--- config.mk ---
export PLATFORM = sky130hd
export DESIGN_NAME = load_align
export DESIGN_NICKNAME = d
export VERILOG_FILES = /design/src/hw/mem_stage_pkg.sv /design/src/hw/load_align.sv
export SDC_FILE = /design/constraint.sdc
export NUM_CORES = 1
export LEC_CHECK = 0
export BUFFER_PORTS_ARGS = -buffer_cell sky130_fd_sc_hd__clkbuf_2
export CAP_MARGIN = 5
export CORE_AREA = 2 2 112 114
export DETAILED_ROUTE_END_ITERATION = 8
export DIE_AREA = 0 0 114 116
export PLACE_DENSITY_LB_ADDON = 0.12
export SETUP_SLACK_MARGIN = 0.3
export SLEW_MARGIN = 30
export SYNTH_ARGS = -nofsm -noshare
export SYNTH_HDL_FRONTEND = slang
export SYNTH_SLANG_ARGS = --single-unit
--- constraint.sdc ---
create_clock -name vclk -period 1.5
set_input_delay 0.15 -clock vclk [all_inputs]
set_output_delay 0.15 -clock vclk [all_outputs]
set_load 0.005 [all_outputs]
--- src/hw/mem_stage_pkg.sv ---
package mem_stage_pkg;

    typedef logic [31:0] word_t;       // Data or byte address
    typedef logic [4:0]  reg_addr_t;   // Register-file index
    typedef logic [2:0]  funct3_t;     // Load/store width code
    typedef logic [31:0] wmask_t;      // Active-low bit write mask

    // Width codes shared by loads and stores
    localparam funct3_t F3_BYTE   = 3'd0;
    localparam funct3_t F3_HALF   = 3'd1;
    localparam funct3_t F3_WORD   = 3'd2;
    localparam funct3_t F3_BYTE_U = 3'd4;
    localparam funct3_t F3_HALF_U = 3'd5;

    // Data memory geometry, indexed by word
    localparam int DMEM_ADDR_BITS = 10;
    localparam int DMEM_WORDS     = 1 << DMEM_ADDR_BITS;

    localparam wmask_t WMASK_NONE = '1;  // No bit is written

    // Item handed over by the execute stage
    typedef struct packed {
        logic      valid;
        word_t     alu_out;       // Integer result, also the memory address
        word_t     r_alu_out;     // Floating-point result
        word_t     pc;
        word_t     store_data;
        reg_addr_t write_addr;
        reg_addr_t f_write_addr;
        funct3_t   funct3;
        logic      rd_src;        // Write pc plus four
        logic      mem_to_reg;
        logic      mem_write;
        logic      mem_read;
        logic      reg_write;
        logic      f_reg_write;
    } ex_mem_t;

    // Item in the memory stage, with the store already placed in its lanes
    typedef struct packed {
        logic      valid;
        word_t     alu_out;
        word_t     r_alu_out;
        word_t     pc;
        word_t     wdata;
        wmask_t    wmask;
        reg_addr_t write_addr;
        reg_addr_t f_write_addr;
        funct3_t   funct3;
        logic      rd_src;
        logic      mem_to_reg;
        logic      mem_write;
        logic      mem_read;
        logic      reg_write;
        logic      f_reg_write;
    } mem_t;

    // Write ports of the integer and floating-point register files
    typedef struct packed {
        logic      reg_write;
        reg_addr_t write_addr;
        word_t     write_data;
        logic      f_reg_write;
        reg_addr_t f_write_addr;
        word_t     f_write_data;
    } wb_t;

endpackage

--- src/hw/load_align.sv ---
`timescale 1ns/1ps

module load_align (
    input  mem_stage_pkg::mem_t  wb_stage,
    input  mem_stage_pkg::word_t rdata,
    output mem_stage_pkg::wb_t   wb_out
);
    import mem_stage_pkg::*;

    logic [4:0] lane_shift;
    word_t      lane_word;             // Addressed lane moved down to bit 0
    word_t      load_ext;
    word_t      pc_plus4;

    assign lane_shift = {wb_stage.alu_out[1:0], 3'b000};
    assign lane_word  = rdata >> lane_shift;
    assign pc_plus4   = wb_stage.pc + 32'd4;

    always_comb begin
        case (wb_stage.funct3)
            F3_BYTE: begin
                load_ext = {{24{lane_word[7]}}, lane_word[7:0]};
            end
            F3_HALF: begin
                load_ext = {{16{lane_word[15]}}, lane_word[15:0]};
            end
            F3_BYTE_U: begin
                load_ext = {24'b0, lane_word[7:0]};
            end
            F3_HALF_U: begin
                load_ext = {16'b0, lane_word[15:0]};
            end
            default: begin
                load_ext = rdata;      // LW and FLW take the whole word
            end
        endcase
    end

    // Integer port: link address first, then load data, then the ALU result
    always_comb begin
        if (wb_stage.rd_src) begin
            wb_out.write_data = pc_plus4;
        end else if (wb_stage.mem_to_reg) begin
            wb_out.write_data = load_ext;
        end else begin
            wb_out.write_data = wb_stage.alu_out;
        end
    end

    // FLW goes to the float file without any lane handling
    assign wb_out.f_write_data = wb_stage.mem_to_reg ? rdata : wb_stage.r_alu_out;

    assign wb_out.reg_write    = wb_stage.valid && wb_stage.reg_write;
    assign wb_out.write_addr   = wb_stage.write_addr;
    assign wb_out.f_reg_write  = wb_stage.valid && wb_stage.f_reg_write;
    assign wb_out.f_write_addr = wb_stage.f_write_addr;

endmodule

==> impl_metrics.toml <==
[outcome]
status = "complete, but fails checks"
violations = "setup timing"

[route]
initialDrtViolationCount = 113
drc = 0
vias = 3528
vias_per_cell = 4.93
ant_nets = 0
firstDrtPassIters = 4
wirelength_um = 13200
wl_per_cell_um = 18.4

[timing]
slew_viol_final = 0
hold_ws_ns = 0.300
tightest_slew_ns = 0.445
fmax_mhz = 581
timing.final.crit_share_pct = 115
worst_slack_ns = -0.221
rsz0062_at_grt = "true"
finalSetupViolCount = 25
finalCriticalPeriod_ns = 1.72
hold_violations = 0
relSlewSlack_pct = 70.3

[worst_setup_path]
worst_setup_path_start_kind = "input port"
required_ns = 1.35
path_cells = "buf_6 > buf_6 > buf_6 > nand4_1 > nor4_4 > buf_6 > nand3_4 > xor2_2 > a22oi_1 > buf_2"
crit_type = "in2out"
max_stage_delay_ns = 0.30
slowest_stage = "nor4_4"
cp.arrival_ns = 1.57
path_max_fanout = 6
cpMostUsedCell = "buf_6"
crit_path_end_kind = "output port"

[power_and_ir_drop]
pwr-share-clk_pct = 0
p_sw_share_pct = 45.8
powerDensity_mw_per_mm2 = 295
power_frac_seq_pct = 0
p_sw_w = 0.000638
peakVddDrop_v = 0.0000918
p_comb_share_pct = 100.0
p_int_w = 0.000754
leakage_nw = 2.21

[layout]
fin_cells = 715
fin_util_pct = 39.6
area_delta_synth_final_pct = 114
layout_commonest_cell = "clkbuf_2"
regArea_um2 = 0
mostFrequentLayoutCells = "clkbuf_2 (176), buf_4 (62), mux2_2 (32)"
drive_gt1_share_pct = 69.9
nNetsFinal = 783
n_sequential_cell = 0
nClkBuffers = 0
diodes = 0

[hold_path]
min_path_type = "in2out"
min-delay-start = "wb_stage[13]"
holdPathEnd = "wb_out[36]"
hold_path_depth = 0

[grt]
antenna_found_initial = 0
grt_pass1_wl_um = 18900
use_met3_pct = 1.83
grtUsageMet1_pct = 22.9
first_global_vias = 3490
grt_overflow = 0
track_usage_pct = 18.2
busiest_layer = "met2"
grtUsageMet2_pct = 33.3
grt_max_degree = 34

[placement]
dp_slack_ns = -0.262
routabilityCongestion = 0.907
port_buffers = 202
hpwlAfterDp_um = 10700
place_inst = 701

[floorplanning]
fp.coreArea_mm2 = 0.0119
dieWidth_um = 114
die_area_mm2 = 0.0132
start_util_pct = 18.6
row_count = 40
pin_count = 288
die_y_um = 116

[synth]
netlist_instances = 310
syn_area_per_cell_um2 = 7.13
synth_cell_types = 47
syn_area_mm2 = 0.00221
seq_area_frac_synth_pct = 0
synthesis.nets = 523
ys.warnings.count = 0

[flow_run]
max_cap_viol_count = 0
## power by group through the flow
stage	Combinational (W)	Sequential [W]	Clock, W
global route	0.00150	0	0
CTS	0.00133	0	0
finish	0.00139	0	0
floorplan	0.000481	0	0
global placement	0.00113	0	0
detailed placement	0.00113	0	0
## Yosys cell counts, types with 2 or more instances
master / number / area, µm²
a21oi_1: 33 / 165
a22oi_1: 16 / 120
a22oi_2: 5 / 62.6
a2bb2oi_1: 2 / 17.5
and2_1: 2 / 12.5
and3_1: 17 / 106
and4_1: 2 / 17.5
buf_1: 2 / 7.51
buf_2: 2 / 10.0
buf_4: 11 / 82.6
buf_6: 2 / 22.5
clkbuf_1: 17 / 63.8
inv_1: 9 / 33.8
mux2_2: 34 / 383
mux2i_1: 6 / 60.1
nand2_1: 20 / 75.1
nand2b_1: 2 / 12.5
nand3_1: 11 / 55.1
nand4_1: 11 / 68.8
nand4_4: 2 / 42.5
nor2_1: 10 / 37.5
nor2b_1: 4 / 25.0
nor3_1: 5 / 25.0
nor3b_1: 2 / 15.0
nor4_4: 2 / 42.5
o211ai_1: 2 / 15.0
o21ai_0: 15 / 75.1
o221ai_1: 14 / 123
o22ai_1: 8 / 50.1
xnor2_1: 6 / 52.6
xor2_1: 20 / 175
## worst max-delay path, delay by kind of cell
kind / cells / cell delay [ns]
buffers and inverters: 5 / 0.58
and+or+nand+nor: 3 / 0.51
xor gates and xnor gates: 1 / 0.18
AOI/OAI and AO/OA: 1 / 0.15
## cells by family after synthesis
group	after synthesis	synth area share, %
mux	41	20.7
simple gates	94	25.7
buf+inv	43	9.96
fa+ha+maj	1	0.566
xor+xnor	26	10.3
compound gates	105	32.8
## how the worst max path moves through the flow
| stage | from | endpoint | slack, ns |
|---|---|---|---|
| 2_1_floorplan | wb_stage[148] | wb_out[59] | 0.03 |
| 6_report | wb_stage[88] | wb_out[60] | -0.22 |
| 3_5_place_dp | wb_stage[94] | wb_out[63] | -0.26 |
| 5_1_grt | wb_stage[85] | wb_out[60] | -0.33 |
| 4_1_cts | wb_stage[88] | wb_out[63] | -0.24 |
| 3_3_place_gp | wb_stage[85] | wb_out[68] | -0.26 |
## per-stage QoR
step | power, W | TNS [ns] | cell area [µm²]
2_1_floorplan | 0.000481 | 0 | 2220
3_3_place_gp | 0.00113 | -5.24 | 3860
3_5_place_dp | 0.00113 | -5.25 | 3860
4_1_cts | 0.00133 | -3.32 | 4480
5_1_grt | 0.00150 | -5.24 | 4720
6_report | 0.00139 | -3.68 | 4720
## repair_timing
item | CTS | global route
resized for setup | 101 | 49
cloned | 3 | 2
buffers inserted | 6 | 3
endpoints found under the setup margin | 50 | 37
hold buffers | 0 | 0
pin swaps | 34 | 26
## area by class of cell
class	instances	area, µm²
tap	147	184
fill	1273	7190
multi-input combinational	267	2380
timing repair buffer	292	2120
inverter	9	36.3
## layer usage
metal,vias up,wire length (µm)
met2,145,6500
li1,1715,-
met3,21,667
met1,1647,5670
met4,0,339
met5,-,0
No activity file was read; power rests on OpenSTA's default activity.
