--- src/hw/mem_stage_pkg.sv ---
package mem_stage_pkg;

    typedef logic [31:0] word_t;       // Data or byte address
    typedef logic [4:0]  reg_addr_t;   // Register-file index
    typedef logic [2:0]  funct3_t;     // Load/store width code
    typedef logic [31:0] wmask_t;      // Active-low bit write mask

    // Width codes shared by loads and stores
    localparam funct3_t F3_BYTE   = 3'd0;
    localparam funct3_t F3_HALF   = 3'd1;
    localparam funct3_t F3_WORD   = 3'd2;
    localparam funct3_t F3_BYTE_U = 3'd4;
    localparam funct3_t F3_HALF_U = 3'd5;

    // Data memory geometry, indexed by word
    localparam int DMEM_ADDR_BITS = 10;
    localparam int DMEM_WORDS     = 1 << DMEM_ADDR_BITS;

    localparam wmask_t WMASK_NONE = '1;  // No bit is written

    // Item handed over by the execute stage
    typedef struct packed {
        logic      valid;
        word_t     alu_out;       // Integer result, also the memory address
        word_t     r_alu_out;     // Floating-point result
        word_t     pc;
        word_t     store_data;
        reg_addr_t write_addr;
        reg_addr_t f_write_addr;
        funct3_t   funct3;
        logic      rd_src;        // Write pc plus four
        logic      mem_to_reg;
        logic      mem_write;
        logic      mem_read;
        logic      reg_write;
        logic      f_reg_write;
    } ex_mem_t;

    // Item in the memory stage, with the store already placed in its lanes
    typedef struct packed {
        logic      valid;
        word_t     alu_out;
        word_t     r_alu_out;
        word_t     pc;
        word_t     wdata;
        wmask_t    wmask;
        reg_addr_t write_addr;
        reg_addr_t f_write_addr;
        funct3_t   funct3;
        logic      rd_src;
        logic      mem_to_reg;
        logic      mem_write;
        logic      mem_read;
        logic      reg_write;
        logic      f_reg_write;
    } mem_t;

    // Write ports of the integer and floating-point register files
    typedef struct packed {
        logic      reg_write;
        reg_addr_t write_addr;
        word_t     write_data;
        logic      f_reg_write;
        reg_addr_t f_write_addr;
        word_t     f_write_data;
    } wb_t;

endpackage

--- src/hw/exe_mem_reg.sv ---
`timescale 1ns/1ps

module exe_mem_reg (
    input  logic                   clk,
    input  logic                   reset,
    input  mem_stage_pkg::ex_mem_t ex_in,
    output mem_stage_pkg::mem_t    mem
);
    import mem_stage_pkg::*;

    logic       is_store;
    logic [4:0] byte_shift;            // Bit offset of the addressed byte lane
    logic [4:0] half_shift;            // Bit offset of the addressed half lane
    word_t      lane_data;
    wmask_t     lane_mask;

    // Control state, cleared on reset and for bubbles
    logic   valid_q;
    logic   rd_src_q;
    logic   mem_to_reg_q;
    logic   mem_write_q;
    logic   mem_read_q;
    logic   reg_write_q;
    logic   f_reg_write_q;
    wmask_t wmask_q;

    word_t     alu_out_q;
    word_t     r_alu_out_q;
    word_t     pc_q;
    word_t     wdata_q;
    reg_addr_t write_addr_q;
    reg_addr_t f_write_addr_q;
    funct3_t   funct3_q;

    assign is_store   = ex_in.valid && ex_in.mem_write;
    assign byte_shift = {ex_in.alu_out[1:0], 3'b000};
    assign half_shift = {ex_in.alu_out[1], 4'b0000};

    // Move the store into its lanes and clear the mask bits of those lanes
    always_comb begin
        lane_data = ex_in.store_data;
        lane_mask = WMASK_NONE;
        if (is_store) begin
            case (ex_in.funct3)
                F3_BYTE: begin
                    lane_data = word_t'(ex_in.store_data[7:0]) << byte_shift;
                    lane_mask = ~(wmask_t'(8'hff) << byte_shift);
                end
                F3_HALF: begin
                    lane_data = word_t'(ex_in.store_data[15:0]) << half_shift;
                    lane_mask = ~(wmask_t'(16'hffff) << half_shift);
                end
                default: begin
                    lane_mask = '0;    // SW and FSW write the whole word
                end
            endcase
        end
    end

    always_ff @(posedge clk or posedge reset) begin
        if (reset) begin
            valid_q       <= 1'b0;
            rd_src_q      <= 1'b0;
            mem_to_reg_q  <= 1'b0;
            mem_write_q   <= 1'b0;
            mem_read_q    <= 1'b0;
            reg_write_q   <= 1'b0;
            f_reg_write_q <= 1'b0;
            wmask_q       <= WMASK_NONE;
        end else begin
            valid_q       <= ex_in.valid;
            rd_src_q      <= ex_in.valid && ex_in.rd_src;
            mem_to_reg_q  <= ex_in.valid && ex_in.mem_to_reg;
            mem_write_q   <= is_store;
            mem_read_q    <= ex_in.valid && ex_in.mem_read;
            reg_write_q   <= ex_in.valid && ex_in.reg_write;
            f_reg_write_q <= ex_in.valid && ex_in.f_reg_write;
            wmask_q       <= lane_mask;
        end
    end

    always_ff @(posedge clk) begin
        alu_out_q      <= ex_in.alu_out;
        r_alu_out_q    <= ex_in.r_alu_out;
        pc_q           <= ex_in.pc;
        wdata_q        <= lane_data;
        write_addr_q   <= ex_in.write_addr;
        f_write_addr_q <= ex_in.f_write_addr;
        funct3_q       <= ex_in.funct3;
    end

    assign mem = '{valid: valid_q, alu_out: alu_out_q, r_alu_out: r_alu_out_q, pc: pc_q,
                   wdata: wdata_q, wmask: wmask_q, write_addr: write_addr_q,
                   f_write_addr: f_write_addr_q, funct3: funct3_q, rd_src: rd_src_q,
                   mem_to_reg: mem_to_reg_q, mem_write: mem_write_q,
                   mem_read: mem_read_q, reg_write: reg_write_q,
                   f_reg_write: f_reg_write_q};

endmodule

--- config.mk ---
export PLATFORM = sky130hd
export DESIGN_NAME = exe_mem_reg
export DESIGN_NICKNAME = d
export VERILOG_FILES = /design/src/hw/mem_stage_pkg.sv /design/src/hw/exe_mem_reg.sv
export SDC_FILE = /design/constraint.sdc
export NUM_CORES = 1
export LEC_CHECK = 0
export ABC_AREA = 1
export BUFFER_PORTS_ARGS = -buffer_cell sky130_fd_sc_hd__buf_4
export CAP_MARGIN = 20
export CORE_AREA = 10 10 120 122
export CTS_CLUSTER_DIAMETER = 200
export DETAILED_ROUTE_END_ITERATION = 10
export DIE_AREA = 0 0 130 132
export GPL_TIMING_DRIVEN = 0
export PLACE_DENSITY = 0.81
export SYNTH_ARGS = -nofsm -noshare
export SYNTH_HDL_FRONTEND = slang
export SYNTH_SLANG_ARGS = --single-unit
--- constraint.sdc ---
create_clock -name clk -period 1.85 [get_ports clk]
set_clock_uncertainty 0.05 [all_clocks]
set_input_delay 0.37 -clock clk [delete_from_list [all_inputs] [get_ports clk]]
set_output_delay 0.37 -clock clk [all_outputs]
set_load 0.03 [all_outputs]
==> run_results.csv, run 1 <==
group,metric,value,unit
cells_and_area,final_common_cell,"buf_4",
grt,grt_pass1_wl,29.0,mm
critical_path,cp-start-kind,"flop",
die,core-area,11900,um2
power,vdd_drop_max,0.000714,V
synth,yosysWarningCount,0,
timing,relSlewSlack,0.730,
power,leakagePower,0.00423,uW
synth,ys_ff_latch,152,
place,portBuffers,329,
power,power_density,1040,nW/um2
critical_path,slowest_delay,0.63,ns
cts,cts-buffers-inserted,17,
cells_and_area,n_antenna_cell,0,
synth,ys_seq_area_frac,0.765,
place,dp.cells,813,
route,avgRoutedWirePerCell,21.2,um
cts,cts_num_sinks,152,
route,drc,0,
cells_and_area,drive_above_1_share,0.517,
place,gp_congestion,0.891,
die,dieWidth,130,um
cells_and_area,final_util,0.700,
cts,post-cts-setup-buffers,0,
cts,cts_buffer_depth,2,
synth,syn_nets,487,
timing,rsz0062_at_grt,"false",
die,start_util,0.341,
timing,setup_violations,0,
route,ant_nets,0,
cells_and_area,num-fill-cells,796,
critical_path,cpMostUsedCell,"buf_4",
power,power_switching,2320,uW
power,internal_power,6370,uW
grt,grt-ovfl-total,0,
min_path,hold_class,"primary input to flop",
timing,finalHoldViolCount,0,
route,wl,20.1,mm
critical_path,crit_arrival,1.34,ns
cells_and_area,most-common-layout-cells,"buf_4 (366), dfxtp_1 (141), dlygate4sd3_1 (101), nand2_1 (71), nand3_1 (24)",
cts,root_buffer,"clkbuf_16",
route,num_vias,4113,
route,drt-vias-per-instance,4.35,
synth,netlist.area_leader.share,0.696,
grt,grt_start_max_net_pins,17,
critical_path,slowest_stage,"dfstp_2",
cts,tritoncts,"done",
critical_path,crit_fanout,8,
place,dpl.hpwl,13.5,mm
die,chipHeight,132,um
cells_and_area,layoutNonFillerInstCount,946,
grt,grtUsageTotal,0.227,
cts,ctsHtreeMaxLevel,4,
synth,synth_top_cell_by_area,"dfxtp_1",
cells_and_area,area_growth,105,%
grt,grt_antenna_before_repair,0,
synth,netlist_instances,337,
synth,synth_cell_type_count,21,
die,placement_rows,40,
power,p_clk_frac,0.412,
cells_and_area,fin_nets,936,
route,first_pass_iters,5,
timing,max_freq,569,MHz
status,status,"complete, no violations",
critical_path,end_kind,"output pin",
timing,whs,0.0210,ns
power,total_power,8700,uW
power,power.share.switching,0.267,
die,io_pins,330,
timing,finalCritPeriodShare,0.951,
critical_path,cp_data_required_time,1.43,ns
synth,synth_area_per_cell,12.0,um2
power,power_frac_seq,0.409,
route,drt_iter0_drc,193,
critical_path,setup.worst_path.class,"flop to output pin",
power,power_frac_comb,0.179,
critical_path,path_cells,"buf_4, buf_4",
synth,yosys-top-cells-area,"dfxtp_1 (70%), buf_4 (6.8%), nand2_1 (6.6%)",
timing,worstMarginPinSlew,0.404,ns
timing,finalSetupTns,0,ns
cts,path_clk_slew,0.06,ns
critical_path,crit_buf_inv,2,
flow_run,drv_cap,0,
grt,grt_pass1_vias,4639,
critical_path,cpLargestDelayFamily,"flip-flops",
die,die-area,17200,um2
timing,min_period,1.76,ns
synth,synth_area,4060,um2
timing,drv_slew,0,
per-layer routing:
layer / up-vias / part of all wire / track usage
met4: 0 / 0.034 / 0.103
met5: - / 0 / 0
li1: 1908 / - / -
met3: 40 / 0.11 / 0.0981
met2: 246 / 0.53 / 0.417
met1: 1919 / 0.32 / 0.207
per-stage QoR:
step	area (um2)	setup WS (ns)
after CTS	8330	0.0849
final	8330	0.0913
after global placement	6710	0.333
after global routing	8330	0.0576
after floorplan	4060	0.574
after detailed placement	6710	0.310
state kept, by name, summed over array words and instances (netlist names):
signal          cells
mem_to_reg_q        1
funct3_q            3
f_reg_write_q       1
pc_q               32
mem_write_q         1
valid_q             1
reg_write_q         1
mem_read_q          1
wdata_q            32
r_alu_out_q        32
f_write_addr_q      5
wmask_q             4
rd_src_q            1
write_addr_q        5
alu_out_q          32
area by class of cell:
class | count | area, um2 | share of cell area
clock inverters | 12 | 165 | 0.0198
plain buffers | 40 | 305 | 0.0366
flip-flops and latches | 152 | 3100 | 0.372
multi-input cells | 126 | 577 | 0.0692
well taps | 147 | 184 | 0.0221
inverters | 19 | 72.6 | 0.00871
clock buffers | 20 | 447 | 0.0536
repair buffers | 430 | 3480 | 0.418
cell families (layout without fill, tap and decap cells):
group           after synthesis  in the layout  share of synthesized area
flops                       152            152                      0.765
simple gates                113            113                      0.123
buf+inv                      59            521                     0.0931
compound gates               13             13                     0.0188
final timing paths:
check | start | endpoint | slack (ns) | cells after the start
worst max-delay path | wmask_q[23] | mem[37] | 0.09 | 2
worst min-delay path | ex_in[6] | funct3_q[0] | 0.02 | 1
max in group asynchronous | reset | wmask_q[15] | 0.98 | 3
min in group asynchronous | reset | mem_write_q | 0.45 | 3
Yosys cell counts:
master / number
a21oi_1: 3
a21oi_4: 1
buf_2: 1
buf_4: 37
buf_6: 2
clkinv_2: 1
dfrtp_1: 7
dfstp_2: 4
dfxtp_1: 141
inv_1: 17
inv_2: 1
nand2_1: 71
nand2_2: 1
nand2_4: 2
nand3_1: 24
nor2_1: 11
nor2_2: 2
nor2_4: 1
nor2_8: 1
o21ai_0: 5
o21ai_1: 4
power groups by stage:
stage	Combinational (uW)	Clock [uW]	Sequential, uW
2_1_floorplan	292	0	3960
3_3_place_gp	1340	0	3600
3_5_place_dp	1350	0	3610
4_1_cts	1540	3620	3540
5_1_grt	1620	3770	3570
6_report	1560	3590	3550
timing repair:
item,4_1_cts,5_1_grt
endpoints found under the hold margin,107,0
setup endpoints to repair,0,0
hold buffers,101,0
resized for setup,0,0
No activity file was read; power rests on OpenSTA's default activity.
==> inputs of run 2 (changes only) <==
- CELL_PAD_IN_SITES_DETAIL_PLACEMENT: unset -> 1
- CELL_PAD_IN_SITES_GLOBAL_PLACEMENT: unset -> 2
- CORE_AREA: 10 10 120 122 -> unset
- CORE_ASPECT_RATIO: unset -> 2
- CORE_MARGIN: unset -> 10
- CORE_UTILIZATION: unset -> 22
- CTS_CLUSTER_SIZE: unset -> 24
- DIE_AREA: 0 0 130 132 -> unset
- PLACE_DENSITY: 0.81 -> 0.92
==> run 2 against run 1 <==
Against the previous run: non-clock buffer count up 5; sequential share of layout area down 0.78 points; combinational power about the same; core utilization down 23 points; clock power up 5%; hold slack better by 0.020 ns; count of clock-buffer cells in the layout down 1; cell area up 2.1%; power up 2.3%; critical path type unchanged; critical endpoint is now mem[50].
==> run_results.csv, run 2 (same netlist as run 1, synthesis figures left out) <==
group,metric,value,unit
grt,gr-usage-met1,0.153,
critical_path,crit_fanout,8,
cts,ctsHtreeMaxLevel,4,
flow_run,drv_cap,0,
cells_and_area,area_growth,110,%
route,avgRoutedWirePerCell,21.6,um
cells_and_area,final_util,0.467,
critical_path,cp_data_required_time,1.43,ns
grt,grt_pass1_wl,31.0,mm
timing,finalSetupTns,0,ns
die,io_pins,330,
place,dpl.hpwl,14.9,mm
timing,worst_slack,0.0863,ns
cts,cts_buffer_depth,2,
grt,grt_start_max_net_pins,17,
critical_path,path_cells,"buf_4, buf_4",
power,vdd_drop_max,0.000536,V
route,first_pass_iters,4,
status,status,"complete, no violations",
cells_and_area,drive_above_1_share,0.517,
grt,grt_use_met2,0.349,
timing,worstMarginPinSlew,0.481,ns
critical_path,end_kind,"output pin",
cells_and_area,num-fill-cells,1978,
cells_and_area,regArea,3100,um2
critical_path,setup.worst_path.class,"flop to output pin",
timing,whs,0.0408,ns
route,drt_iter0_drc,71,
cells_and_area,final_common_cell,"buf_4",
cts,root_buffer,"clkbuf_16",
timing,relSlewSlack,0.679,
timing,finalHoldViolCount,0,
die,dieWidth,116,um
cells_and_area,fin_nets,941,
place,portBuffers,329,
critical_path,cpMostUsedCell,"buf_4",
grt,grt_antenna_before_repair,1,
place,pre_cts_slack,0.219,ns
place,gp_congestion,0.762,
die,placement_rows,70,
die,die-area,24600,um2
grt,grt-ovfl-total,0,
critical_path,crit_arrival,1.34,ns
timing,setup_violations,0,
cts,tritoncts,"done",
grt,globalRouteMet3Util,0.0500,
timing,finalCritPeriodShare,0.953,
die,chipHeight,212,um
cts,cts_num_sinks,152,
power,total_power,8900,uW
critical_path,slowest_stage,"dfstp_2",
route,drt-vias-per-instance,3.92,
timing,drv_slew,0,
min_path,hold_class,"primary input to flop",
critical_path,slowest_delay,0.64,ns
die,start_util,0.223,
route,num_vias,4005,
power,leakagePower,0.00428,uW
route,drc,0,
timing,rsz0062_at_grt,"false",
grt,grt-busiest-layer,"met2",
critical_path,cp-start-kind,"flop",
power,power_density,1040,nW/um2
cts,path_clk_slew,0.06,ns
cts,cts-buffers-inserted,17,
cells_and_area,most-common-layout-cells,"buf_4 (366), dfxtp_1 (141), dlygate4sd3_1 (105), nand2_1 (71), nand3_1 (24)",
grt,grt_pass1_vias,4580,
die,core-area,18200,um2
route,ant_nets,0,
timing,max_freq,567,MHz
timing,min_period,1.76,ns
grt,grtUsageTotal,0.175,
cells_and_area,multi_input_area,582,um2
route,wl,22.1,mm
==> run 2: cell types whose count changed in the layout (fill, tap and decap cells not counted), sizes merged <==
cell and delta:
dlygate4sd3 +4, inv +3, buf +1, clkbuf -1
clkinv -1, clkinvlp -1, diode +1
==> run 2: layout make-up <==
class                      instances  area share
multi-input combinational        126      0.0683
clock buffer                      19      0.0532
timing repair buffer             435       0.416
clock inverter                    13      0.0216
tap                              216      0.0317
buffer                            40      0.0359
inverter                          19     0.00852
sequential                       152       0.364
antenna                            1    0.000294
==> run 2: worst max-delay path: cells and delay by family (launching register included) <==
kind,cells,cell delay [ns]
buffers and inverters,2,0.30
flip-flops,1,0.64
==> run 2: per-layer routing <==
layer	part of all wire	vias up
met3	0.067	27
met2	0.60	163
met4	0.026	0
met1	0.31	1898
met5	0	-
li1	-	1917
==> run 2: worst paths after layout <==
kind,start,endpoint,depth (start not counted)
min in group asynchronous,reset,mem_read_q,3
setup / recovery,wmask_q[30],mem[50],2
max in group asynchronous,reset,wmask_q[23],3
hold / removal,ex_in[137],alu_out_q[22],1
==> run 2: where the power goes <==
part | total [uW] | leakage [uW] | switching [uW] | internal, uW
sequential | 3550 | 0.00132 | 76.1 | 3470
combinational | 1570 | 0.00264 | 843 | 731
clock | 3780 | 0.000311 | 1530 | 2250
==> run 2: timing repair <==
| item | 4_1_cts | 5_1_grt |
|---|---|---|
| gates resized for setup | 0 | 1 |
| buffers inserted | 0 | 1 |
| setup endpoints to repair | 0 | 10 |
| hold buffers | 105 | 0 |
| hold endpoints to repair | 111 | 0 |
==> run 2: per-stage QoR <==
stage | instance area (um2) | std cells
finish | 8510 | 1021
global route | 8510 | 1021
CTS | 8490 | 1019
detailed placement | 6800 | 882
global placement | 6800 | 882
floorplan | 4060 | 337
==> inputs of run 3 (changes only) <==
- CORE_MARGIN: 10 -> 3
==> run 3 against run 2 <==
Against the previous run: maximum frequency rose by 1.1%; combinational power barely moved; die area fell by 18%; largest cell class unchanged; largest power group is now registers; highest routed layer is now met5.
==> run_results.csv, run 3 (same netlist as run 1, synthesis figures left out) <==
group,metric,value,unit
grt,grt_start_max_net_pins,17,
grt,grt-ovfl-total,0,
status,status,"complete, no violations",
route,drc,0,
timing,max_freq,573,MHz
route,drt_iter0_drc,61,
route,num_vias,3999,
route,wl,19.1,mm
min_path,whs_endpoint,"alu_out_q[8]",
critical_path,crit_arrival,1.33,ns
route,first_pass_iters,4,
critical_path,slowest_stage,"dfstp_2",
cells_and_area,multi_input_area,582,um2
timing,finalCritPeriodShare,0.943,
timing,worstMarginPinSlew,0.527,ns
die,core-area,18000,um2
critical_path,path_cells,"buf_4, buf_4",
die,dieWidth,102,um
timing,drv_slew,0,
timing,setup_violations,0,
cts,cts_buffer_depth,2,
cts,root_buffer,"clkbuf_16",
cells_and_area,postLayoutCellArea,8430,um2
cells_and_area,fin_nets,939,
critical_path,cpLargestDelayFamily,"flip-flops",
grt,grt_pass1_vias,4474,
critical_path,cp-start-kind,"flop",
die,placement_rows,69,
critical_path,setup.worst_path.class,"flop to output pin",
place,place_area,6790,um2
place,gp_congestion,0.792,
timing,finalSetupTns,0,ns
route,avgRoutedWirePerCell,18.7,um
cts,path_clk_slew,0.07,ns
place,portBuffers,329,
timing,min_period,1.75,ns
place,dpl.hpwl,13.2,mm
cts,ctsHtreeMaxLevel,4,
power,power_density,1010,nW/um2
critical_path,end_kind,"output pin",
grt,grt_antenna_before_repair,3,
route,ant_nets,0,
cells_and_area,final_common_cell,"buf_4",
flow_run,drv_cap,0,
power,vdd_drop_max,0.000518,V
timing,relSlewSlack,0.648,
cells_and_area,regArea,3100,um2
critical_path,cp_data_required_time,1.43,ns
die,io_pins,330,
die,die-area,20200,um2
min_path,hold_class,"primary input to flop",
grt,grtUsageTotal,0.186,
cells_and_area,most-common-layout-cells,"buf_4 (366), dfxtp_1 (141), dlygate4sd3_1 (103), nand2_1 (71), nand3_1 (24)",
power,leakagePower,0.00424,uW
die,chipHeight,198,um
critical_path,crit_buf_inv,2,
critical_path,slowest_delay,0.62,ns
cts,tritoncts,"done",
cells_and_area,num-fill-cells,2017,
cts,cts_num_sinks,152,
cts,cts-buffers-inserted,17,
timing,rsz0062_at_grt,"false",
cells_and_area,drive_above_1_share,0.517,
cells_and_area,final_util,0.470,
die,start_util,0.226,
min_path,hold_depth,1,
critical_path,crit_fanout,8,
route,drt-vias-per-instance,3.93,
critical_path,cpMostUsedCell,"buf_4",
cells_and_area,area_growth,108,%
grt,grt_pass1_wl,26.8,mm
min_path,min_from,"ex_in[123]",
timing,finalHoldViolCount,0,
-- run 3: cell count changes in the layout (fill, tap and decap cells not counted), sizes merged --
cell | previous run | this run
bufinv | 3 | 1
clkbuf | 19 | 18
clkinv | 4 | 2
diode | 1 | 2
dlygate4sd3 | 105 | 103
inv | 24 | 29
-- run 3: final cells by class --
cell class                 count  area share
antenna                        2    0.000594
buffer                        40      0.0362
clock buffer                  18      0.0509
clock inverter                14      0.0175
inverter                      19     0.00861
multi-input combinational    126      0.0690
sequential                   152       0.368
tap                          213      0.0316
timing repair buffer         433       0.418
-- run 3: metal layers --
metal | track usage | routed length, um | part of all wire
met1 | 0.173 | 5990 | 0.31
met5 | 0 | 13 | 0.00068
met4 | 0.0998 | 775 | 0.041
met3 | 0.0462 | 1160 | 0.061
met2 | 0.355 | 11100 | 0.58
-- run 3: worst max path at each step --
stage               depth (start not counted)  slack [ns]   startpoint           to
floorplan                                   1        0.57   wmask_q[7]      mem[20]
global placement                            7        0.23     ex_in[6]  wdata_q[15]
detailed placement                          6        0.21     ex_in[6]   wdata_q[6]
CTS                                         7        0.05     ex_in[6]   wdata_q[6]
global route                                7        0.03     ex_in[6]  wdata_q[18]
finish                                      2        0.10  wmask_q[23]      mem[41]
-- run 3: through the flow --
step	cells	total power [uW]	setup slack [ns]	hold slack, ns
after global routing	1017	8850	0.0279	0.00201
after detailed placement	879	4960	0.209	0.352
final	1017	8530	0.105	0.0176
after CTS	1013	8580	0.0482	0.00130
after global placement	879	4930	0.234	0.347
after floorplan	337	4260	0.574	0.170
-- run 3: repair_timing --
item,4_1_cts,5_1_grt
gates resized for setup,0,1
setup endpoints to repair,0,14
buffers inserted,0,1
hold buffers,102,1
endpoints found under the hold margin,108,1
-- run 3: where the power goes --
group / switching [uW] / internal (uW)
clock: 1530 / 1910
combinational: 812 / 727
sequential: 80.5 / 3470
total: 2420 / 6110
