File: config.mk
export PLATFORM = sky130hd
export DESIGN_NAME = mem_wb_reg
export DESIGN_NICKNAME = d
export VERILOG_FILES = /design/src/hw/mem_stage_pkg.sv /design/src/hw/mem_wb_reg.sv
export SDC_FILE = /design/constraint.sdc
export NUM_CORES = 1
export LEC_CHECK = 0
export BUFFER_PORTS_ARGS = -buffer_cell sky130_fd_sc_hd__buf_4
export CAP_MARGIN = 20
export CORE_AREA = 5 5 137 139
export CTS_CLUSTER_SIZE = 30
export DETAILED_ROUTE_END_ITERATION = 10
export DIE_AREA = 0 0 142 144
export SYNTH_ARGS = -nofsm -noshare
export SYNTH_HDL_FRONTEND = slang
export SYNTH_SLANG_ARGS = --single-unit
File: constraint.sdc
create_clock -name clk -period 1.32 [get_ports clk]
set_input_delay 0.264 -clock clk [delete_from_list [all_inputs] [get_ports clk]]
set_output_delay 0.264 -clock clk [all_outputs]
set_load 0.02 [all_outputs]
File: src/hw/mem_stage_pkg.sv
package mem_stage_pkg;

    typedef logic [31:0] word_t;       // Data or byte address
    typedef logic [4:0]  reg_addr_t;   // Register-file index
    typedef logic [2:0]  funct3_t;     // Load/store width code
    typedef logic [31:0] wmask_t;      // Active-low bit write mask

    // Width codes shared by loads and stores
    localparam funct3_t F3_BYTE   = 3'd0;
    localparam funct3_t F3_HALF   = 3'd1;
    localparam funct3_t F3_WORD   = 3'd2;
    localparam funct3_t F3_BYTE_U = 3'd4;
    localparam funct3_t F3_HALF_U = 3'd5;

    // Data memory geometry, indexed by word
    localparam int DMEM_ADDR_BITS = 10;
    localparam int DMEM_WORDS     = 1 << DMEM_ADDR_BITS;

    localparam wmask_t WMASK_NONE = '1;  // No bit is written

    // Item handed over by the execute stage
    typedef struct packed {
        logic      valid;
        word_t     alu_out;       // Integer result, also the memory address
        word_t     r_alu_out;     // Floating-point result
        word_t     pc;
        word_t     store_data;
        reg_addr_t write_addr;
        reg_addr_t f_write_addr;
        funct3_t   funct3;
        logic      rd_src;        // Write pc plus four
        logic      mem_to_reg;
        logic      mem_write;
        logic      mem_read;
        logic      reg_write;
        logic      f_reg_write;
    } ex_mem_t;

    // Item in the memory stage, with the store already placed in its lanes
    typedef struct packed {
        logic      valid;
        word_t     alu_out;
        word_t     r_alu_out;
        word_t     pc;
        word_t     wdata;
        wmask_t    wmask;
        reg_addr_t write_addr;
        reg_addr_t f_write_addr;
        funct3_t   funct3;
        logic      rd_src;
        logic      mem_to_reg;
        logic      mem_write;
        logic      mem_read;
        logic      reg_write;
        logic      f_reg_write;
    } mem_t;

    // Write ports of the integer and floating-point register files
    typedef struct packed {
        logic      reg_write;
        reg_addr_t write_addr;
        word_t     write_data;
        logic      f_reg_write;
        reg_addr_t f_write_addr;
        word_t     f_write_data;
    } wb_t;

endpackage

File: src/hw/mem_wb_reg.sv
`timescale 1ns/1ps

module mem_wb_reg (
    input  logic                clk,
    input  logic                reset,
    input  mem_stage_pkg::mem_t mem,
    output mem_stage_pkg::mem_t wb_stage
);
    import mem_stage_pkg::*;

    logic   valid_q;
    logic   rd_src_q;
    logic   mem_to_reg_q;
    logic   mem_write_q;
    logic   mem_read_q;
    logic   reg_write_q;
    logic   f_reg_write_q;

    word_t     alu_out_q;
    word_t     r_alu_out_q;
    word_t     pc_q;
    reg_addr_t write_addr_q;
    reg_addr_t f_write_addr_q;
    funct3_t   funct3_q;               // Load width, needed beside rdata

    // These registers load on the same edge as the memory output register
    always_ff @(posedge clk or posedge reset) begin
        if (reset) begin
            valid_q       <= 1'b0;
            rd_src_q      <= 1'b0;
            mem_to_reg_q  <= 1'b0;
            mem_write_q   <= 1'b0;
            mem_read_q    <= 1'b0;
            reg_write_q   <= 1'b0;
            f_reg_write_q <= 1'b0;
        end else begin
            valid_q       <= mem.valid;
            rd_src_q      <= mem.valid && mem.rd_src;
            mem_to_reg_q  <= mem.valid && mem.mem_to_reg;
            mem_write_q   <= mem.valid && mem.mem_write;
            mem_read_q    <= mem.valid && mem.mem_read;
            reg_write_q   <= mem.valid && mem.reg_write;
            f_reg_write_q <= mem.valid && mem.f_reg_write;
        end
    end

    always_ff @(posedge clk) begin
        alu_out_q      <= mem.alu_out;
        r_alu_out_q    <= mem.r_alu_out;
        pc_q           <= mem.pc;
        write_addr_q   <= mem.write_addr;
        f_write_addr_q <= mem.f_write_addr;
        funct3_q       <= mem.funct3;
    end

    // The store is complete once the memory edge has passed, so no store data follows
    assign wb_stage = '{valid: valid_q, alu_out: alu_out_q, r_alu_out: r_alu_out_q,
                        pc: pc_q, wdata: '0, wmask: WMASK_NONE,
                        write_addr: write_addr_q, f_write_addr: f_write_addr_q,
                        funct3: funct3_q, rd_src: rd_src_q, mem_to_reg: mem_to_reg_q,
                        mem_write: mem_write_q, mem_read: mem_read_q,
                        reg_write: reg_write_q, f_reg_write: f_reg_write_q};

endmodule

==> metrics.cfg, run 1 <==
[run_status]
status=finished clean

[layout]
multi_input_area_um2=278
fin_nets=732
final_area_um2=6360
final_util_pct=36.3
register_area_um2=2360
syn_to_final_growth_pct=116
fillers=1701
drive_gt1_share_pct=47.1
antennaDiodeCount=0

[logic_synthesis]
synth.distinct_cells=6
synth_mux_area_share_pct=0
synth_compound_area_share_pct=0
synth_fa_ha_area_share_pct=0
yosys.area.top_type_share_pct=74.2
ys_seq_elements=116
yosysTopAreaCell=dfxtp_1
synth_xor_area_share_pct=0
synth_cells=196
syn-cell-area_um2=2940
ys_seq_area_share_pct=80.2
synthSimpleGateAreaFrac_pct=1.28
yosys-top-cells-area=dfxtp_1 74%, buf_4 18%, dfrtp_1 6.0%, and2_1 1.3%, conb_1 0.26%
synth_top_family_by_area=buffers and inverters
yosys_warnings=0
syn_avg_cell_area_um2=15.0

[drt]
finalWirelength_um=10900
drt_iter0_markers=42
viasPerCell=3.21
final_antenna_net_count=0
num_vias=2539
post-route-drc-count=0
routedWlPerCell_um=13.8
first_pass_iters=4

[placed_design]
dp_hpwl_um=8040
gp_congestion=0.737
portBuffers=233
placed_cell_area_um2=4670

[clocking]
hold_buffers=111
cts_made_buffers=17
post_cts_buffers=0
numClockSinks=116
postCtsResizedCells=0
cts_tree=yes
root_buffer=clkbuf_16
clockBufferDepth=2
h-tree-depth=4
path_clk_slew_ns=0.06

[setup_path]
startpoint_type=register
arrival_ns=0.95
cp.depth=1
path_class=reg -> out
crit_fanout=1
critPathBufInv=1
slowest_stage=dfrtp_1
endpoint_kind=primary output
max_stage_delay_ns=0.39
crit_family=flip-flops
startpoint=f_reg_write_q
path_cells=buf_4
worstPathRequired_ns=1.06
endpoint=wb_stage[0]

[global_route]
antenna_found_initial=0
track_usage_pct=10.7
grt_overflow=0
grt_pass1_vias=2881
grt_max_degree=17
grt_pass1_wl_um=15800

[sta]
max_freq_ghz=0.824
drv_slew=0
setup-tns-final_ns=0
hold_viol_final=0
finalCriticalPeriod_ns=1.21
min_period_over_period_pct=91.9
rsz0062_at_grt=false
finalSetupViolCount=0

[job]
maxCapViolations=0

[pwr]
ir_drop_mv=0.808
powerDensity_nw_per_um2=1480
leakagePower_nw=3.10

[min_path]
hold_class=in -> reg

[die]
rows=49
core_um2=17500
die_x_um=142
ios=362
start_util_pct=16.8
fp.dieArea_um2=20400
dieHeight_um=144

-- logic make-up (layout without fill, tap and decap cells) --
group / count (synthesis) / count (layout)
flops: 116 / 116
buf+inv: 72 / 377
simple gates: 6 / 6
other cells: 2 / 64
-- flip-flops by register name, summed over array words and instances, names as in the netlist --
register	cells
r_alu_out_q	32
alu_out_q	32
mem_read_q	1
f_reg_write_q	1
write_addr_q	5
mem_write_q	1
rd_src_q	1
reg_write_q	1
pc_q	32
mem_to_reg_q	1
valid_q	1
funct3_q	3
f_write_addr_q	5
-- worst min-delay path by stage --
stage / from / to / slack (ns) / cells after the start
2_1_floorplan: reset / f_reg_write_q / 0.07 / 1
3_3_place_gp: reset / mem_read_q / 0.21 / 2
3_5_place_dp: reset / mem_read_q / 0.21 / 2
4_1_cts: mem[3] / mem_write_q / 0.04 / 2
5_1_grt: mem[3] / mem_write_q / 0.04 / 2
6_report: mem[3] / mem_write_q / 0.07 / 2
-- through the flow --
| stage | hold slack [ns] | cells | total power [mW] | setup WS (ns) |
|---|---|---|---|---|
| floorplan | 0.0674 | 258 | 4.39 | 0.574 |
| global placement | 0.206 | 649 | 4.81 | 0.528 |
| detailed placement | 0.210 | 649 | 4.82 | 0.508 |
| CTS | 0.0402 | 792 | 9.58 | 0.0612 |
| global route | 0.0434 | 792 | 9.88 | 0.0620 |
| finish | 0.0690 | 792 | 9.42 | 0.107 |
-- layout make-up --
type	count	area share (%)
Clock buffer	19	7.12
Clock inverter	13	1.93
Inverter	1	0.0590
Multi-Input combinational cell	70	4.37
Sequential cell	116	37.1
Tap cell	229	4.50
Timing Repair Buffer	344	45.0
-- routing by layer --
layer  part of all wire [%]  wire length [µm]  global-route usage, %
met5                      0                 0                      0
met3                     14              1580                   6.51
met1                     35              3790                   10.4
met2                     48              5180                   17.3
met4                    3.2               353                   6.46
-- synthesized netlist by cell type --
cell type and n:
and2_1 6, dfxtp_1 109, buf_4 71, inv_1 1
conb_1 2, dfrtp_1 7
-- power by group --
part	switching (mW)	leakage, nW	internal, mW
Combinational	0.614	1.81	0.658
Sequential	0.0578	1.01	3.70
Clock	1.69	0.281	2.71
Total	2.36	3.10	7.06
-- cell usage in the layout (no fill, tap or decap) --
cell type      count
buf_4            233
and2_1             6
clkbuf_8           2
dfxtp_1          109
inv_6              4
conb_1            64
dfrtp_1            7
clkinvlp_4         2
clkinv_2           2
clkbuf_16         17
inv_1              1
dlygate4sd3_1    111
clkinv_4           3
bufinv_16          1
inv_4              1
Note: power is estimated with default switching activity, not from simulation.
==> inputs of run 2 (changes only) <==
==> constraint.sdc (replaced) <==
create_clock -name clk -period 1.32 [get_ports clk]
set_input_delay 0.066 -clock clk [delete_from_list [all_inputs] [get_ports clk]]
set_output_delay 0.066 -clock clk [all_outputs]
set_load 0.02 [all_outputs]
==> run 2 against run 1 <==
Fmax is 21% higher. Die area stayed put. Critical endpoint unchanged. Count of clock-buffer cells in the layout is the same. Non-clock buffer count rose by 6. Design area rose by 0.94%. Via count grew 0.63%. Core utilization grew 0.34 points. Flip-flop and latch count stayed put. Combinational power is essentially flat.
==> metrics.cfg, run 2 (synthesis gave the netlist of run 1 again) <==
[run_status]
status=finished clean  ; unchanged

[setup_path]
worstPathRequired_ns=1.25  ; was 1.06 ns
crit_family=flip-flops  ; unchanged
startpoint_type=register  ; unchanged
arrival_ns=0.94  ; was 0.95 ns
path_class=reg -> out  ; unchanged
path_cells=buf_4  ; unchanged
critPathBufInv=1  ; unchanged
max_stage_delay_ns=0.38  ; was 0.39 ns
crit_fanout=1  ; unchanged
endpoint_kind=primary output  ; unchanged
slowest_stage=dfrtp_1  ; unchanged
cp.depth=1  ; unchanged

[sta]
timing.hold.ws_ns=0.156  ; was 0.0690 ns
finalSetupViolCount=0  ; unchanged
max_freq_ghz=0.994  ; was 0.824 GHz
hold_viol_final=0  ; unchanged
finalCriticalPeriod_ns=1.01  ; was 1.21 ns
rsz0062_at_grt=false  ; unchanged
min_period_over_period_pct=76.2  ; was 91.9%
setup-tns-final_ns=0  ; unchanged
drv_slew=0  ; unchanged

[clocking]
h-tree-depth=4  ; unchanged
clockBufferDepth=2  ; unchanged
postCtsResizedCells=0  ; unchanged
numClockSinks=116  ; unchanged
path_clk_slew_ns=0.06  ; about the same
root_buffer=clkbuf_16  ; unchanged
cts_tree=yes  ; unchanged
post_cts_buffers=0  ; unchanged
cts_made_buffers=17  ; unchanged
hold_buffers=117  ; was 111

[global_route]
grt_overflow=0  ; unchanged
grt_pass1_vias=2925  ; was 2881
antenna_found_initial=0  ; unchanged
grt_max_degree=17  ; unchanged
grt_pass1_wl_um=15900  ; was 15800 µm
track_usage_pct=10.8  ; was 10.7%

[die]
dieHeight_um=144  ; unchanged
die_x_um=142  ; unchanged
fp.dieArea_um2=20400  ; unchanged
rows=49  ; unchanged
start_util_pct=16.8  ; unchanged
core_um2=17500  ; unchanged
ios=362  ; unchanged

[pwr]
powerDensity_nw_per_um2=1470  ; was 1480 nW/µm²
ir_drop_mv=0.808  ; about the same
leakagePower_nw=3.13  ; was 3.10 nW

[drt]
routedWlPerCell_um=13.7  ; was 13.8 µm
final_antenna_net_count=0  ; unchanged
drt_iter0_markers=41  ; was 42
first_pass_iters=4  ; unchanged
finalWirelength_um=11000  ; was 10900 µm
post-route-drc-count=0  ; unchanged
num_vias=2555  ; was 2539
viasPerCell=3.20  ; was 3.21

[placed_design]
portBuffers=233  ; unchanged
gp_congestion=0.737  ; unchanged
dp_hpwl_um=8040  ; unchanged

[layout]
layout_common_cells=233 x buf_4, 117 x dlygate4sd3_1, 109 x dfxtp_1, 64 x conb_1, 17 x clkbuf_16  ; was 233 x buf_4, 111 x dlygate4sd3_1, 109 x dfxtp_1, 64 x conb_1, 17 x clkbuf_16
fillers=1693  ; was 1701
reg_top3=alu_out_q (32), pc_q (32), r_alu_out_q (32)  ; unchanged
syn_to_final_growth_pct=118  ; was 116%
layout_commonest_cell=buf_4  ; unchanged
antennaDiodeCount=0  ; unchanged
fin_nets=738  ; was 732
drive_gt1_share_pct=46.6  ; was 47.1%

[min_path]
hold_class=in -> async  ; was in -> reg

[job]
maxCapViolations=0  ; unchanged

[run 2: cell types whose count changed in the layout (fill, tap and decap cells not counted), sizes merged]
cell         delta
dlygate4sd3     +6
[run 2: layout make-up]
class,count,area [µm²],area share [%]
multi-input combinational,70,278,4.33
inverter,1,3.75,0.0585
tap,229,287,4.46
timing repair buffer,350,2920,45.5
sequential,116,2360,36.7
clock inverter,13,123,1.91
clock buffer,19,453,7.05
[run 2: stage by stage]
| stage | util (%) | setup slack, ns | total power [mW] | std cells | area [µm²] |
|---|---|---|---|---|---|
| floorplan | - | 0.772 | 4.39 | 258 | 3170 |
| global placement | 26.7 | 0.726 | 4.81 | 649 | 4670 |
| detailed placement | 26.7 | 0.706 | 4.82 | 649 | 4670 |
| CTS | 36.6 | 0.259 | 9.60 | 798 | 6420 |
| global route | 36.6 | 0.258 | 9.90 | 798 | 6420 |
| finish | 36.6 | 0.314 | 9.43 | 798 | 6420 |
[run 2: worst min-delay path: stages]
cell	delay (ns)
dlygate4sd3_1	0.54
buf_4	0.13
inv_1	0.20
[run 2: per-layer routing]
layer | vias up | track usage [%] | wire length (µm)
li1 | 1187 | - | -
met1 | 1139 | 10.4 | 3740
met2 | 202 | 17.6 | 5210
met4 | 0 | 6.46 | 353
met3 | 27 | 6.68 | 1670
met5 | - | 0 | 0
[run 2: path summary, 6_finish.rpt]
check	start	endpoint	slack (ns)
worst max-delay path	f_reg_write_q	wb_stage[0]	0.31
worst min-delay path	reset	mem_write_q	0.16
max in group asynchronous	reset	reg_write_q	0.95
min in group clk	mem[126]	r_alu_out_q[11]	0.30
[run 2: power by group]
part	switching, mW	internal (mW)	leakage [nW]	total [mW]
Clock	1.68	2.71	0.281	4.39
Combinational	0.619	0.669	1.84	1.29
Sequential	0.0574	3.70	1.01	3.75
==> inputs of run 3 (changes only) <==
Settings changed: ABC_AREA set to 1, CORE_AREA 5 5 137 139 to 5 5 138 140, DIE_AREA 0 0 142 144 to 0 0 143 145.
Clock period 1.32 ns to 0.91 ns, I/O delays scaled along.
==> run 3 against run 2 <==
The run now ends with negative setup slack left. Clock power up 52%. Combinational power up 60%. Design area up 9.4%. Global-route usage up 0.72 points. Flip-flop and latch count unchanged. Setup slack worse by 0.36 ns. Worst hold slack worse by 0.019 ns. Sequential power up 48%. Critical path depth unchanged. Final cell count up 0.88%. Largest power group unchanged.
==> metrics.cfg, run 3 <==
[run_status]
status=complete, but fails checks  ; was finished clean
violations=negative setup slack

[global_route]
antenna_found_initial=1  ; was 0
grt_max_degree=17  ; unchanged
grt_pass1_vias=3036  ; was 2925
grt_pass1_wl_um=17400  ; was 15900 µm
track_usage_pct=11.5  ; was 10.8%
grt_overflow=0  ; unchanged

[sta]
hold_viol_final=0  ; unchanged
max_freq_ghz=1.05
rsz0062_at_grt=true  ; was false
min_period_over_period_pct=104
finalSetupViolCount=11  ; was 0
setup-tns-final_ns=-0.242  ; was 0 ns
drv_slew=0  ; unchanged
fin_ws_ns=-0.0409  ; was 0.314 ns
finalCriticalPeriod_ns=0.951

[logic_synthesis]
synth_flop_cell=dfxtp_1  ; unchanged
syn-cell-area_um2=2950  ; was 2940 µm²
yosysTopAreaCell=dfxtp_1  ; unchanged
async_reset_ff_share_pct=6.03  ; unchanged
synth.distinct_cells=6  ; unchanged
ys_seq_elements=116  ; unchanged
yosys-top-cells-area=dfxtp_1 74%, buf_4 18%, dfrtp_1 5.9%, inv_1 0.89%, nand2_1 0.76%  ; was dfxtp_1 74%, buf_4 18%, dfrtp_1 6.0%, and2_1 1.3%, conb_1 0.26%
synth_cells=202  ; was 196
synth_edf_count=0  ; unchanged
yosys_warnings=0  ; unchanged
ys_seq_area_share_pct=80.0  ; was 80.2%
ys_top_cells_by_count=109 x dfxtp_1, 71 x buf_4, 7 x dfrtp_1, 7 x inv_1, 6 x nand2_1  ; was 109 x dfxtp_1, 71 x buf_4, 7 x dfrtp_1, 6 x and2_1, 2 x conb_1
yosysMostFrequentCell=dfxtp_1  ; unchanged
syn_avg_cell_area_um2=14.6  ; was 15.0 µm²
yosys.area.top_type_share_pct=74.1  ; was 74.2%

[setup_path]
slowest_stage=dfrtp_1  ; unchanged
worstPathRequired_ns=0.86  ; was 1.25 ns
path_cells=buf_6  ; was buf_4
critPathBufInv=1  ; unchanged
path_class=reg -> out  ; unchanged
endpoint_kind=primary output  ; unchanged
crit_fanout=1  ; unchanged
max_stage_delay_ns=0.38  ; about the same
arrival_ns=0.91  ; was 0.94 ns
crit_family=flip-flops  ; unchanged
startpoint_type=register  ; unchanged

[pwr]
ir_drop_mv=1.58  ; was 0.808 mV
power_frac_comb_pct=14.4  ; was 13.6%
pwr-share-seq_pct=38.8  ; was 39.8%
finalPower_mw=14.3  ; was 9.43 mW
powerDensity_nw_per_um2=2030  ; was 1470 nW/µm²
intPower_mw=10.7  ; was 7.08 mW
swShare_pct=25.4  ; was 25.0%
power_frac_clock_pct=46.8  ; was 46.6%
leakagePower_nw=3.32  ; was 3.13 nW
power_switching_mw=3.63  ; was 2.36 mW

[layout]
final_util_pct=39.7  ; was 36.6%
instances_no_fill=805  ; was 798
drive_gt1_share_pct=65.0  ; was 46.6%
layout_common_cells=117 x dlygate4sd3_1, 117 x buf_4, 116 x buf_6, 109 x dfxtp_2, 64 x conb_1  ; was 233 x buf_4, 117 x dlygate4sd3_1, 109 x dfxtp_1, 64 x conb_1, 17 x clkbuf_16
reg_top3=alu_out_q (32), pc_q (32), r_alu_out_q (32)  ; unchanged
fin_nets=744  ; was 738
syn_to_final_growth_pct=138  ; was 118%
fillers=1640  ; was 1693

[die]
start_util_pct=16.6  ; was 16.8%
fp.dieArea_um2=20700  ; was 20400 µm²
dieHeight_um=145  ; was 144 µm
ios=362  ; unchanged
die_x_um=143  ; was 142 µm
core_um2=17700  ; was 17500 µm²
rows=49  ; unchanged

[job]
maxCapViolations=0  ; unchanged

[drt]
post-route-drc-count=0  ; unchanged
final_antenna_net_count=0  ; unchanged
routedWlPerCell_um=14.8  ; was 13.7 µm
viasPerCell=3.17  ; was 3.20
first_pass_iters=3  ; was 4
finalWirelength_um=11900  ; was 11000 µm
num_vias=2550  ; was 2555
drt_iter0_markers=47  ; was 41

[clocking]
root_buffer=clkbuf_16  ; unchanged
cts_made_buffers=17  ; unchanged
path_clk_slew_ns=0.05  ; was 0.06 ns
cts_tree=yes  ; unchanged
post_cts_buffers=0  ; unchanged
numClockSinks=116  ; unchanged
clockBufferDepth=2  ; unchanged
h-tree-depth=4  ; unchanged

[min_path]
hold_class=in -> async  ; unchanged

[placed_design]
portBuffers=233  ; unchanged
dp_cells=655  ; was 649
dp_hpwl_um=8650  ; was 8040 µm
gp_congestion=0.752  ; was 0.737

## run 3: cell types whose count changed in the layout (fill, tap and decap cells not counted), sizes merged
cell / delta
bufinv: +1
inv: +6
and2: -6
clkinvlp: +1
diode: +1
nand2: +6
clkbuf: -2
## run 3: cell families after synthesis
| group | count (synthesis) | synth area share, % |
|---|---|---|
| buffers and inverters | 78 | 19.0 |
| other | 2 | 0.255 |
| DFF | 116 | 80.0 |
| and+or+nand+nor | 6 | 0.764 |
## run 3: final cells by class
class,count,area (µm²),area share [%]
sequential,116,2490,35.5
clock buffer,17,425,6.05
tap,229,287,4.08
inverter,7,26.3,0.374
timing repair buffer,350,3360,47.8
multi-input combinational,70,263,3.74
clock inverter,15,174,2.48
antenna,1,2.50,0.0356
## run 3: repair_timing
item	4_1_cts	5_1_grt
endpoints found under the hold margin	123	0
cloned	0	0
gates resized for setup	194	31
hold buffers	117	0
setup endpoints to repair	111	116
## run 3: per-layer routing
layer / up-vias / GRT usage, % / share of wire [%]
met1: 1152 / 10.6 / 33
met4: 0 / 4.47 / 1.5
li1: 1201 / - / -
met2: 185 / 18.7 / 48
met5: - / 0 / 0
met3: 12 / 9.25 / 18
## run 3: worst max-delay path by stage
| stage | slack (ns) | endpoint | cells after the start | from |
|---|---|---|---|---|
| 5_1_grt | -0.08 | wb_stage[1] | 1 | reg_write_q |
| 3_5_place_dp | 0.36 | wb_stage[140] | 1 | r_alu_out_q[25] |
| 4_1_cts | -0.07 | wb_stage[4] | 1 | mem_to_reg_q |
| 6_report | -0.04 | wb_stage[4] | 1 | mem_to_reg_q |
| 2_1_floorplan | 0.38 | wb_stage[0] | 1 | f_reg_write_q |
| 3_3_place_gp | 0.35 | wb_stage[140] | 1 | r_alu_out_q[25] |
## run 3: through the flow
stage | worst slack (ns) | hold WS (ns) | cell area, µm²
3_5_place_dp | 0.358 | -0.00618 | 4680
6_report | -0.0409 | 0.137 | 7030
5_1_grt | -0.0834 | 0.156 | 7030
2_1_floorplan | 0.383 | -0.151 | 3180
4_1_cts | -0.0714 | 0.117 | 6970
3_3_place_gp | 0.355 | -0.0131 | 4680
## run 3: power by group through the flow
stage          clock network (mW)  registers, mW  logic [mW]
2_1_floorplan                   0           5.87       0.499
3_3_place_gp                    0           5.54        1.46
3_5_place_dp                    0           5.55        1.46
4_1_cts                      6.85           5.53        2.05
5_1_grt                      7.13           5.57        2.19
6_report                     6.68           5.54        2.06
## run 3: worst min-delay path, stage by stage
cell and delay [ns]:
dlygate4sd3_1 0.54, buf_4 0.13, inv_1 0.20
